`src/logic/sysboard_pkg.sv`:
```
// ==================================================
// sysboard_pkg
// shared widths, port addresses, switch settings
// and speaker tone constants for the I/O glue
// ==================================================
package sysboard_pkg;

   // bus widths
   localparam int IO_ADDR_W = 10;
   localparam int IO_DATA_W = 8;
   localparam int TONE_W    = 12;

   typedef logic [IO_ADDR_W-1:0] io_addr_t;   // xa[9:0]
   typedef logic [IO_DATA_W-1:0] io_data_t;   // xd[7:0]
   typedef logic [TONE_W-1:0]    tone_count_t;
   typedef logic [1:0]           ppi_port_t;  // xa[1:0] within 60h..63h

   // 3-to-8 decoder outputs, picked by xa[7:5]
   localparam logic [2:0] DEV_PPI = 3'd3;     // 60h..7Fh
   localparam logic [2:0] DEV_NMI = 3'd5;     // A0h..BFh

   // config switches, a switch that is off reads as 1
   localparam io_data_t   SW1_PATTERN     = 8'h2C;
   localparam logic [3:0] SW2_LOW_NIBBLE  = 4'b0110;  // pb[2] = 1
   localparam logic [3:0] SW2_HIGH_NIBBLE = 4'b1110;  // pb[2] = 0

   // fixed pitch tone in place of timer channel 2
   localparam tone_count_t SPK_RELOAD   = 12'h533;
   localparam tone_count_t SPK_HIGH_MIN = 12'h299;
   localparam int          SPK_PRESCALE = 2;          // clk cycles per count
   localparam int          SPK_PRESCALE_W =
      (SPK_PRESCALE > 1) ? $clog2(SPK_PRESCALE) : 1;

   // port B bit positions
   localparam int PB_TONE_GATE = 0;
   localparam int PB_SPKR_DATA = 1;
   localparam int PB_SW_SELECT = 2;
   localparam int PB_IOCK_DIS  = 5;
   localparam int PB_SW1_READ  = 7;

endpackage

```
`src/logic/io_decode.sv`:
```
// ==================================================
// io_decode
// turns the bus strobes into single access pulses,
// decodes the device and owns the read data enable
// ==================================================
module io_decode import sysboard_pkg::*; (
   input  logic      clk,
   input  logic      reset_n,
   input  io_addr_t  xa_i,
   input  logic      aen_i,       // high while DMA owns the bus
   input  logic      xior_n_i,
   input  logic      xiow_n_i,
   output logic      ppi_rd_o,
   output logic      ppi_wr_o,
   output logic      nmi_wr_o,
   output ppi_port_t ppi_port_o,
   output logic      xd_oe_o
);

   logic       xior_q;     // strobe level seen at the last edge
   logic       xiow_q;
   logic       rd_start;
   logic       wr_start;
   logic       dev_en;
   logic [2:0] dev_num;
   logic       ppi_sel;
   logic       nmi_sel;
   logic       oe_q;

   // decoder enables: xa9, xa8 and aen all low
   assign dev_en  = ~xa_i[9] & ~xa_i[8] & ~aen_i;
   assign dev_num = xa_i[7:5];
   assign ppi_sel = dev_en && (dev_num == DEV_PPI);
   assign nmi_sel = dev_en && (dev_num == DEV_NMI);

   // strobe low now, high at the previous edge
   assign rd_start = ~xior_n_i & xior_q;
   assign wr_start = ~xiow_n_i & xiow_q;

   assign ppi_rd_o   = rd_start & ppi_sel;
   assign ppi_wr_o   = wr_start & ppi_sel;
   assign nmi_wr_o   = wr_start & nmi_sel;   // write only, no readback
   assign ppi_port_o = xa_i[1:0];            // ports alias across the window
   assign xd_oe_o    = oe_q;

   always_ff @(posedge clk or negedge reset_n) begin
      if (!reset_n) begin
         xior_q <= 1'b1;   // strobes idle high
         xiow_q <= 1'b1;
      end else begin
         xior_q <= xior_n_i;
         xiow_q <= xiow_n_i;
      end
   end

   // drive the bus from the access edge until the read strobe is seen high
   always_ff @(posedge clk or negedge reset_n) begin
      if (!reset_n) begin
         oe_q <= 1'b0;
      end else if (ppi_rd_o) begin
         oe_q <= 1'b1;
      end else if (xior_n_i) begin
         oe_q <= 1'b0;
      end
   end

endmodule

```
`src/logic/ppi_ports.sv`:
```
// ==================================================
// ppi_ports
// port B control register and the port A/C readback
// of the peripheral interface, registered read data
// ==================================================
module ppi_ports import sysboard_pkg::*; (
   input  logic      clk,
   input  logic      reset_n,
   input  logic      ppi_rd_i,
   input  logic      ppi_wr_i,
   input  ppi_port_t ppi_port_i,
   input  io_data_t  xd_i,
   input  logic      tone_i,        // speaker tone level
   input  logic      io_ck_i,       // latched channel check
   output io_data_t  xd_o,
   output logic      tone_gate_o,
   output logic      spkr_data_o,
   output logic      io_ck_dis_o
);

   localparam ppi_port_t PORT_A = 2'd0;
   localparam ppi_port_t PORT_B = 2'd1;
   localparam ppi_port_t PORT_C = 2'd2;

   io_data_t   pb_q;
   io_data_t   port_a;
   io_data_t   port_c;
   io_data_t   rd_data;
   logic [3:0] sw_nibble;
   io_data_t   xd_q;

   // port B, the only writable port
   always_ff @(posedge clk or negedge reset_n) begin
      if (!reset_n) begin
         pb_q <= '0;
      end else if (ppi_wr_i && (ppi_port_i == PORT_B)) begin
         pb_q <= xd_i;
      end
   end

   assign tone_gate_o = pb_q[PB_TONE_GATE];
   assign spkr_data_o = pb_q[PB_SPKR_DATA];
   assign io_ck_dis_o = pb_q[PB_IOCK_DIS];

   // keyboard is gone, so pb7 low reads 00h
   assign port_a = pb_q[PB_SW1_READ] ? SW1_PATTERN : '0;

   // second switch bank, one nibble at a time
   assign sw_nibble = pb_q[PB_SW_SELECT] ? SW2_LOW_NIBBLE : SW2_HIGH_NIBBLE;

   // bit 7 is parity check, no memory here
   assign port_c = {1'b0, io_ck_i, tone_i, ~tone_i, sw_nibble};

   always_comb begin
      case (ppi_port_i)
         PORT_A:  rd_data = port_a;
         PORT_B:  rd_data = pb_q;
         PORT_C:  rd_data = port_c;
         default: rd_data = '0;    // 63h mode control
      endcase
   end

   // loaded at the access edge, held while the bus is released
   always_ff @(posedge clk) begin
      if (ppi_rd_i) begin
         xd_q <= rd_data;
      end
   end

   assign xd_o = xd_q;

endmodule

```
`src/logic/speaker_tone.sv`:
```
// ==================================================
// speaker_tone
// fixed pitch tone from a prescaled reloading
// down-counter, gated and mixed into the speaker
// ==================================================
module speaker_tone import sysboard_pkg::*; (
   input  logic clk,
   input  logic reset_n,
   input  logic tone_gate_i,   // pb[0]
   input  logic spkr_data_i,   // pb[1]
   output logic tone_o,
   output logic spkr_o
);

   logic [SPK_PRESCALE_W-1:0] pre_q;
   logic                      step;
   tone_count_t               cnt_q;
   logic                      tone_hi;

   assign step = (pre_q == SPK_PRESCALE_W'(SPK_PRESCALE - 1));

   always_ff @(posedge clk or negedge reset_n) begin
      if (!reset_n) begin
         pre_q <= '0;
      end else if (step) begin
         pre_q <= '0;
      end else begin
         pre_q <= pre_q + 1'b1;
      end
   end

   // free running, reload after 0
   always_ff @(posedge clk or negedge reset_n) begin
      if (!reset_n) begin
         cnt_q <= SPK_RELOAD;
      end else if (step) begin
         if (cnt_q == '0) begin
            cnt_q <= SPK_RELOAD;
         end else begin
            cnt_q <= cnt_q - 1'b1;
         end
      end
   end

   assign tone_hi = (cnt_q >= SPK_HIGH_MIN);

   // gate low holds the output high, as timer mode 3 does
   assign tone_o = tone_gate_i ? tone_hi : 1'b1;
   assign spkr_o = tone_o & spkr_data_i;

endmodule

```
`src/logic/nmi_gate.sv`:
```
// ==================================================
// nmi_gate
// NMI mask register and I/O channel check latch
// ==================================================
module nmi_gate (
   input  logic clk,
   input  logic reset_n,
   input  logic nmi_wr_i,       // write pulse for A0h
   input  logic xd7_i,
   input  logic io_ch_ck_n_i,   // channel check from the slots
   input  logic io_ck_dis_i,    // pb[5]
   output logic io_ck_o,
   output logic nmi_o
);

   logic mask_q;
   logic io_ck_q;

   // only data bit 7 is kept
   always_ff @(posedge clk or negedge reset_n) begin
      if (!reset_n) begin
         mask_q <= 1'b0;
      end else if (nmi_wr_i) begin
         mask_q <= xd7_i;
      end
   end

   // disable also clears a pending check
   always_ff @(posedge clk or negedge reset_n) begin
      if (!reset_n) begin
         io_ck_q <= 1'b0;
      end else if (io_ck_dis_i) begin
         io_ck_q <= 1'b0;
      end else if (!io_ch_ck_n_i) begin
         io_ck_q <= 1'b1;
      end
   end

   assign io_ck_o = io_ck_q;
   assign nmi_o   = mask_q & io_ck_q;

endmodule

```
`src/logic/sysboard_io.sv`:
```
// ==================================================
// sysboard_io
// top of the I/O glue: decode, peripheral ports,
// speaker tone and NMI logic
// ==================================================
module sysboard_io import sysboard_pkg::*; (
   input  logic     clk,
   input  logic     reset_n,
   input  io_addr_t xa_i,
   input  io_data_t xd_i,
   input  logic     xior_n_i,
   input  logic     xiow_n_i,
   input  logic     aen_i,
   input  logic     io_ch_ck_n_i,
   output io_data_t xd_o,
   output logic     xd_oe_o,
   output logic     spkr_o,
   output logic     nmi_o
);

   logic      ppi_rd;
   logic      ppi_wr;
   logic      nmi_wr;
   ppi_port_t ppi_port;
   logic      tone_gate;   // pb[0]
   logic      spkr_data;   // pb[1]
   logic      io_ck_dis;   // pb[5]
   logic      tone;
   logic      io_ck;

   io_decode u_io_decode (
      .clk        (clk),
      .reset_n    (reset_n),
      .xa_i       (xa_i),
      .aen_i      (aen_i),
      .xior_n_i   (xior_n_i),
      .xiow_n_i   (xiow_n_i),
      .ppi_rd_o   (ppi_rd),
      .ppi_wr_o   (ppi_wr),
      .nmi_wr_o   (nmi_wr),
      .ppi_port_o (ppi_port),
      .xd_oe_o    (xd_oe_o)
   );

   ppi_ports u_ppi_ports (
      .clk         (clk),
      .reset_n     (reset_n),
      .ppi_rd_i    (ppi_rd),
      .ppi_wr_i    (ppi_wr),
      .ppi_port_i  (ppi_port),
      .xd_i        (xd_i),
      .tone_i      (tone),
      .io_ck_i     (io_ck),
      .xd_o        (xd_o),
      .tone_gate_o (tone_gate),
      .spkr_data_o (spkr_data),
      .io_ck_dis_o (io_ck_dis)
   );

   speaker_tone u_speaker_tone (
      .clk         (clk),
      .reset_n     (reset_n),
      .tone_gate_i (tone_gate),
      .spkr_data_i (spkr_data),
      .tone_o      (tone),
      .spkr_o      (spkr_o)
   );

   nmi_gate u_nmi_gate (
      .clk          (clk),
      .reset_n      (reset_n),
      .nmi_wr_i     (nmi_wr),
      .xd7_i        (xd_i[7]),   // mask bit
      .io_ch_ck_n_i (io_ch_ck_n_i),
      .io_ck_dis_i  (io_ck_dis),
      .io_ck_o      (io_ck),
      .nmi_o        (nmi_o)
   );

endmodule

```
`config.mk`:
```
export PLATFORM = sky130hd
export DESIGN_NAME = sysboard_io
export DESIGN_NICKNAME = d
export VERILOG_FILES = /design/src/logic/sysboard_pkg.sv /design/src/logic/io_decode.sv /design/src/logic/ppi_ports.sv /design/src/logic/speaker_tone.sv /design/src/logic/nmi_gate.sv /design/src/logic/sysboard_io.sv
export SDC_FILE = /design/constraint.sdc
export NUM_CORES = 1
export LEC_CHECK = 0
export BUFFER_PORTS_ARGS = -buffer_cell sky130_fd_sc_hd__buf_2
export CORE_MARGIN = 2
export CORE_UTILIZATION = 39
export CTS_CLUSTER_SIZE = 10
export DETAILED_ROUTE_END_ITERATION = 16
export GPL_TIMING_DRIVEN = 0
export PLACE_DENSITY = 0.58
export SLEW_MARGIN = 20
export SYNTH_ARGS = -nofsm -noshare
export SYNTH_HDL_FRONTEND = slang
export SYNTH_HIERARCHICAL = 1
export SYNTH_SLANG_ARGS = --single-unit
export TNS_END_PERCENT = 10
```
`constraint.sdc`:
```
create_clock -name clk -period 2.49 [get_ports clk]
set_clock_uncertainty 0.2 [all_clocks]
set_input_delay 0.3735 -clock clk [delete_from_list [all_inputs] [get_ports clk]]
set_output_delay 0.3735 -clock clk [all_outputs]
set_load 0.01 [all_outputs]
```
-- Word-level counts from Yosys, hierarchy flattened
Index checks and enable logic that the tools add are counted.
- bits in registers: 34
- latch bits: 0
- RAM bits: 0
- memory bits (read-only): 0
- output and inout port bits: 11
- logic and storage cells: 48
- memories kept: 0
- $add $sub $neg: 2
- multipliers: 0
- divide/modulo/power cells: 0
- magnitude comparators: 1
- equality and inequality tests: 5
- shift-type cells: 0
- mux-type cells: 10
- bitwise gates (word level): 15
- reduce and logical (&&, ||, !) cells: 6
- operator list (kind ; number):
    one-hot mux 8 bit (3 select lines) ; 1
    >= comparator 12 x 10 -> 1 bit (second input constant) ; 1
    logical NOT 12 bit ; 1
    2-to-1 mux 12 bit ; 1
    subtractor 12 x 1 -> 12 bit (second input constant) ; 1
    bitwise AND 1 bit ; 9
    2-to-1 mux 1 bit ; 6
    2-to-1 mux 6 bit ; 1
    inverter 1 bit ; 6
    2-to-1 mux 4 bit ; 1
    == test 3 x 2 -> 1 bit (second input constant) ; 1
    == test 3 bit (second input constant) ; 1
    logical AND 1 bit ; 3
    == test 2 x 1 -> 1 bit (second input constant) ; 1
    == test 2 bit (second input constant) ; 1
    logical NOT 2 bit ; 1
    inequality test 2 x 1 -> 1 bit (second input constant) ; 1
    nonzero test 2 bit ; 1
    adder 1 bit (second input constant) ; 1

-- Logic depth before layout (Yosys ltp)
- depth after elaboration: 6
- depth in mapped cells: 7
- gate-level depth less buffers: 7

-- Modules after synthesis
Netlist, hierarchy kept.
- by module, submodules not included (module ; times used ; cells each ; area each (um^2) ; sequential area each (um^2)):
    speaker_tone ; 1 ; 72 ; 748.2 ; 332.8
    ppi_ports ; 1 ; 45 ; 706.9 ; 440.4
    io_decode ; 1 ; 14 ; 173.9 ; 77.6
    nmi_gate ; 1 ; 6 ; 80.1 ; 50.0

-- Least setup slack after synthesis
No wires, ideal clock.
- kind: reg2out
- start: register u_speaker_tone.cnt_q[0]
- end: output port spkr_o
- arrival: 1.703 ns
- required time: 1.917 ns
- path slack: 0.214 ns
- cell stages (with the launch flop): 6
- path buffers: 0
- path through: dfstp_2 -> inv_1 -> ha_1 -> nor3b_1 -> or4_1 -> a41oi_1
- longest elaborated chain between the ends: 3
- ends and longest elaborated chain (element ; line ; RTL):
    start: declaration ; speaker_tone.sv:17 ; tone_count_t cnt_q;
    start signal: assignment ; speaker_tone.sv:40 ; cnt_q <= cnt_q - 1'b1;
    >= comparator 12 x 10 -> 1 bit ; speaker_tone.sv:45 ; assign tone_hi = (cnt_q >= SPK_HIGH_MIN);
    2-to-1 mux 1 bit ; speaker_tone.sv:48 ; assign tone_o = tone_gate_i ? tone_hi : 1'b1;
    bitwise AND 1 bit ; speaker_tone.sv:49 ; assign spkr_o = tone_o & spkr_data_i;
    end: declaration ; sysboard_io.sv:17 ; output logic spkr_o,
Every way passes these cells.

-- Worst setup path in the final report
- start: register u_speaker_tone.cnt_q[1]
- end: output port spkr_o
Same word-level chain as after synthesis.

==> impl_table.tex <==
\begin{tabular}{lr}
\hline
Metric & Value \\
\hline
\multicolumn{2}{l}{\textbf{Outcome}} \\
Run status & complete, no violations \\
\multicolumn{2}{l}{\textbf{Worst setup path}} \\
Path type of the worst setup path & reg -> out \\
Reg2reg setup slack & 0.27 ns \\
Crit start category & flop \\
Reg-to-reg critical path startpoint & u\_speaker\_tone/cnt\_q[1]\$\_DFFE\_PN1P\_ \\
Terminus of the critical flop-to-flop path & u\_ppi\_ports/xd\_o[4]\$\_DFFE\_PP\_ \\
Data required time of the critical path & 1.92 ns \\
Reg2reg path depth & 7 \\
Endpoint arrival time on the critical path & 1.88 ns \\
Type of destination of the critical path & primary output \\
Max Fanout on Critical Path & 2 \\
\multicolumn{2}{l}{\textbf{Clock tree}} \\
Clock latency at the later pin of the worst-skew pair & 0.28 ns \\
Buffer levels on the longest clock path & 2 \\
Clock slew at the register clock pins of the worst setup and hold paths & 0.07 ns \\
Root cell of the clock tree & clkbuf\_8 \\
CTS H-tree depth & 2 \\
Inserted Clock Buffers & 5 \\
CTS tree & done \\
Clk sinks & 34 \\
\multicolumn{2}{l}{\textbf{Layout}} \\
Leading cell type in the layout, fill and taps excluded & buf\_2 \\
Number of standard cells in the final layout excluding fillers & 231 \\
Highest-count cells in the layout ignoring fill and taps & buf\_2, dfrtp\_1, mux2\_4, dfstp\_2, edfxtp\_1 \\
Share of final-layout standard cells stronger than drive strength 1 & 48.60\% \\
Layout area overhead & 22.84\% \\
Antenna cells & 0 \\
Fin util & 48.89\% \\
Net count, final & 204 \\
Final instance area & 2100 sq um \\
\multicolumn{2}{l}{\textbf{Synth}} \\
Share of synthesized area spent on multiplexers & 8.565\% \\
Async set-or-reset flop fraction in the synthesized netlist & 76.47\% \\
Parity-gate share of the synthesized area counting xor and xnor cells & 2.050\% \\
Area fraction in and, or, nand and nor cells after synthesis & 19.03\% \\
Dominant combinational cell family by area after synthesis & simple AND/OR/NAND/NOR gates \\
Post-synth cell types & 49 \\
Yosys warning total & 6 \\
Net count after synthesis & 163 \\
Synthesized cell area & 1709 sq um \\
Post-Synthesis Cells & 137 \\
Flops \& latches, synth & 34 \\
Compound-cell area share of the yosys netlist & 10.98\% \\
Post-Syn Area per Cell & 12.48 sq um \\
Number of enable-type register cells in the synthesized netlist & 8 \\
Share of synthesized area occupied by flip-flops and latches & 52.71\% \\
Predominant post-synthesis flop cell & dfrtp\_1 \\
Post-synthesis adder-cell area fraction & 1.464\% \\
\multicolumn{2}{l}{\textbf{Detailed routing}} \\
Via count & 1,204 \\
Routed wire per std cell & 14.60 um \\
Drt first pass iters & 4 \\
Detailed-route DRC error count & 0 \\
Vias per cell & 5.212 \\
Number of nets with antenna violations after detailed routing & 0 \\
Post-Route WL & 3372 um \\
Starting DRT DRC Count & 75 \\
\multicolumn{2}{l}{\textbf{STA}} \\
Number of hold-slack violations in the final timing report & 0 \\
Actual transition at the worst max-transition pin & 0.7132 ns \\
Normalized max-slew margin & 52.28\% \\
Fin. max-slew vios & 0 \\
Final critical delay including setup and external delays & 2.454 ns \\
Number of failing setup endpoints in the final timing report & 0 \\
Post-route fraction of the period consumed by the critical path & 98.56\% \\
Achievable Freq & 407.5 MHz \\
RSZ-0062 raised after global routing & true \\
Fin Setup TNS & 0 ns \\
Worst hold margin & 0.01873 ns \\
\multicolumn{2}{l}{\textbf{Place}} \\
Area of placed instances & 1919 sq um \\
Number of placed cells counting well taps & 218 \\
Port buffer count & 29 \\
RD Place Congestion & 0.8175 \\
Dpl hpwl & 2438 um \\
\multicolumn{2}{l}{\textbf{Floorplanning}} \\
Die boundary width & 70.20 um \\
Top Ports & 35 \\
Standard cell core area & 4294 sq um \\
Starting Density & 39.80\% \\
Row count & 24 \\
Die H & 70.20 um \\
Area of the die & 4928 sq um \\
\multicolumn{2}{l}{\textbf{Global route}} \\
Antenna violations before repair & 0 \\
Overall overflow remaining after global route & 0 \\
Met3 track utilization from global routing & 4.618\% \\
Global-route wire length before repair & 5692 um \\
Met1 usage & 16.64\% \\
GR Util All Layers & 14.61\% \\
Most crowded layer after global routing & met2 \\
Largest net degree at the start of global routing & 27 \\
Vias in the first global route & 1,252 \\
Met2 capacity usage during global routing & 25.29\% \\
\multicolumn{2}{l}{\textbf{Power and ir drop}} \\
Part of the total power dissipated in sequential elements & 51.3\% \\
Switching power of the nets & 230.6 uW \\
Power density normalized to cell area & 541.3 nW/um\^{}2 \\
Int Power & 905.9 uW \\
Part of the total power dissipated in the clock network & 43.2\% \\
Maximum resistive drop on vdd & 303.5 uV \\
Leakage power summed over all cells & 0.0009356 uW \\
Share of total power in combinational logic & 5.4\% \\
Switching portion of total power & 20.29\% \\
\multicolumn{2}{l}{\textbf{Hold path}} \\
Worst hold start & xiow\_n\_i \\
Worst hold path cell count & 1 \\
Endpoint of the worst hold path & u\_io\_decode/xiow\_q\$\_DFF\_PN1\_ \\
HP Class & in -> reg \\
\multicolumn{2}{l}{\textbf{Flow run}} \\
Total of max-cap violations & 0 \\
\hline
\end{tabular}
per-layer routing:
| layer | up-vias | share of wire (%) |
|---|---|---|
| li1 | 587 | - |
| met1 | 589 | 43 |
| met2 | 22 | 52 |
| met3 | 6 | 3.6 |
| met4 | 0 | 1.4 |
| met5 | - | 0 |
layout make-up:
type	instances	area (sq um)
fill	393	2195
multi-input combinational	87	748.2
clock buffer	5	68.82
timing repair buffer	34	187.7
inverter	8	30.03
tap	52	65.06
buffer	8	58.81
sequential	34	900.9
clock inverter	3	40.04
per-stage QoR:
| step | total power, uW | setup slack [ns] |
|---|---|---|
| finish | 1137 | 0.03584 |
| global placement | 651.6 | 0.08203 |
| global route | 1187 | -0.02622 |
| CTS | 1157 | 0.008151 |
| detailed placement | 653.8 | 0.05590 |
| floorplan | 622.2 | 0.2137 |
kinds of logic (layout without fill, tap and decap cells):
family / Yosys count / after routing
compound gates: 28 / 28
xor+xnor: 4 / 4
fa+ha+maj: 2 / 2
buf+inv: 16 / 58
flops: 34 / 34
mux: 10 / 10
simple gates: 43 / 43
worst max-delay path, stage by stage, from the launching register on:
cell and delay, ns:
dfstp_2 0.54, inv_2 0.05, ha_4 0.15, nor3b_2 0.15
or4_4 0.42, a41oi_2 0.14, buf_2 0.15
power by group through the flow:
stage / sequential, uW / combinational (uW) / clock [uW]
after global placement: 594 / 57.9 / 0
final: 583 / 61.8 / 491
after detailed placement: 594 / 59.8 / 0
after global routing: 584 / 68.7 / 534
after floorplan: 593 / 29.6 / 0
after CTS: 583 / 62.7 / 511
what timing repair did:
action	in CTS	in global routing
resized for setup	6	1
buffers inserted	3	0
hold endpoints to repair	19	0
cloned	0	0
setup endpoints to repair	1	1
hold buffers	2	0
pin swaps	3	0
Yosys cell counts (all sizes together), types with 3 or more instances:
| cell type | n | area, sq um |
|---|---|---|
| nor2 | 4 | 15.01 |
| nand2 | 8 | 46.30 |
| dfstp | 8 | 210.2 |
| and2 | 3 | 21.27 |
| a21oi | 7 | 35.03 |
| o21ai | 6 | 30.02 |
| or4 | 5 | 48.79 |
| dfrtp | 18 | 450.4 |
| edfxtp | 8 | 240.2 |
| nor4 | 5 | 46.29 |
| nor3 | 3 | 15.01 |
| xor2 | 3 | 26.28 |
| inv | 8 | 30.03 |
| mux2 | 10 | 146.4 |
| buf | 7 | 55.05 |
flip-flops by register name, indices dropped and copies added, names as in the netlist:
name	count
u_io_decode/xd_oe_o	1
u_speaker_tone/cnt_q	12
u_io_decode/xiow_q	1
u_speaker_tone/pre_q	1
u_io_decode/xior_q	1
u_nmi_gate/io_ck_o	1
u_ppi_ports/pb_q	8
u_nmi_gate/mask_q	1
u_ppi_ports/xd_o	8
worst max path at each step:
stage	from	endpoint	slack, ns	cells after the start
4_1_cts	u_speaker_tone/cnt_q[1]$_DFFE_PN1P_	spkr_o	0.008	6
5_1_grt	u_speaker_tone/cnt_q[1]$_DFFE_PN1P_	spkr_o	-0.03	6
3_3_place_gp	u_speaker_tone/cnt_q[0]$_DFFE_PN1P_	spkr_o	0.08	6
6_report	u_speaker_tone/cnt_q[1]$_DFFE_PN1P_	spkr_o	0.04	6
3_5_place_dp	u_speaker_tone/cnt_q[0]$_DFFE_PN1P_	spkr_o	0.06	6
2_1_floorplan	u_speaker_tone/cnt_q[0]$_DFFE_PN1P_	spkr_o	0.21	5
No activity file was read; power rests on OpenSTA's default activity.
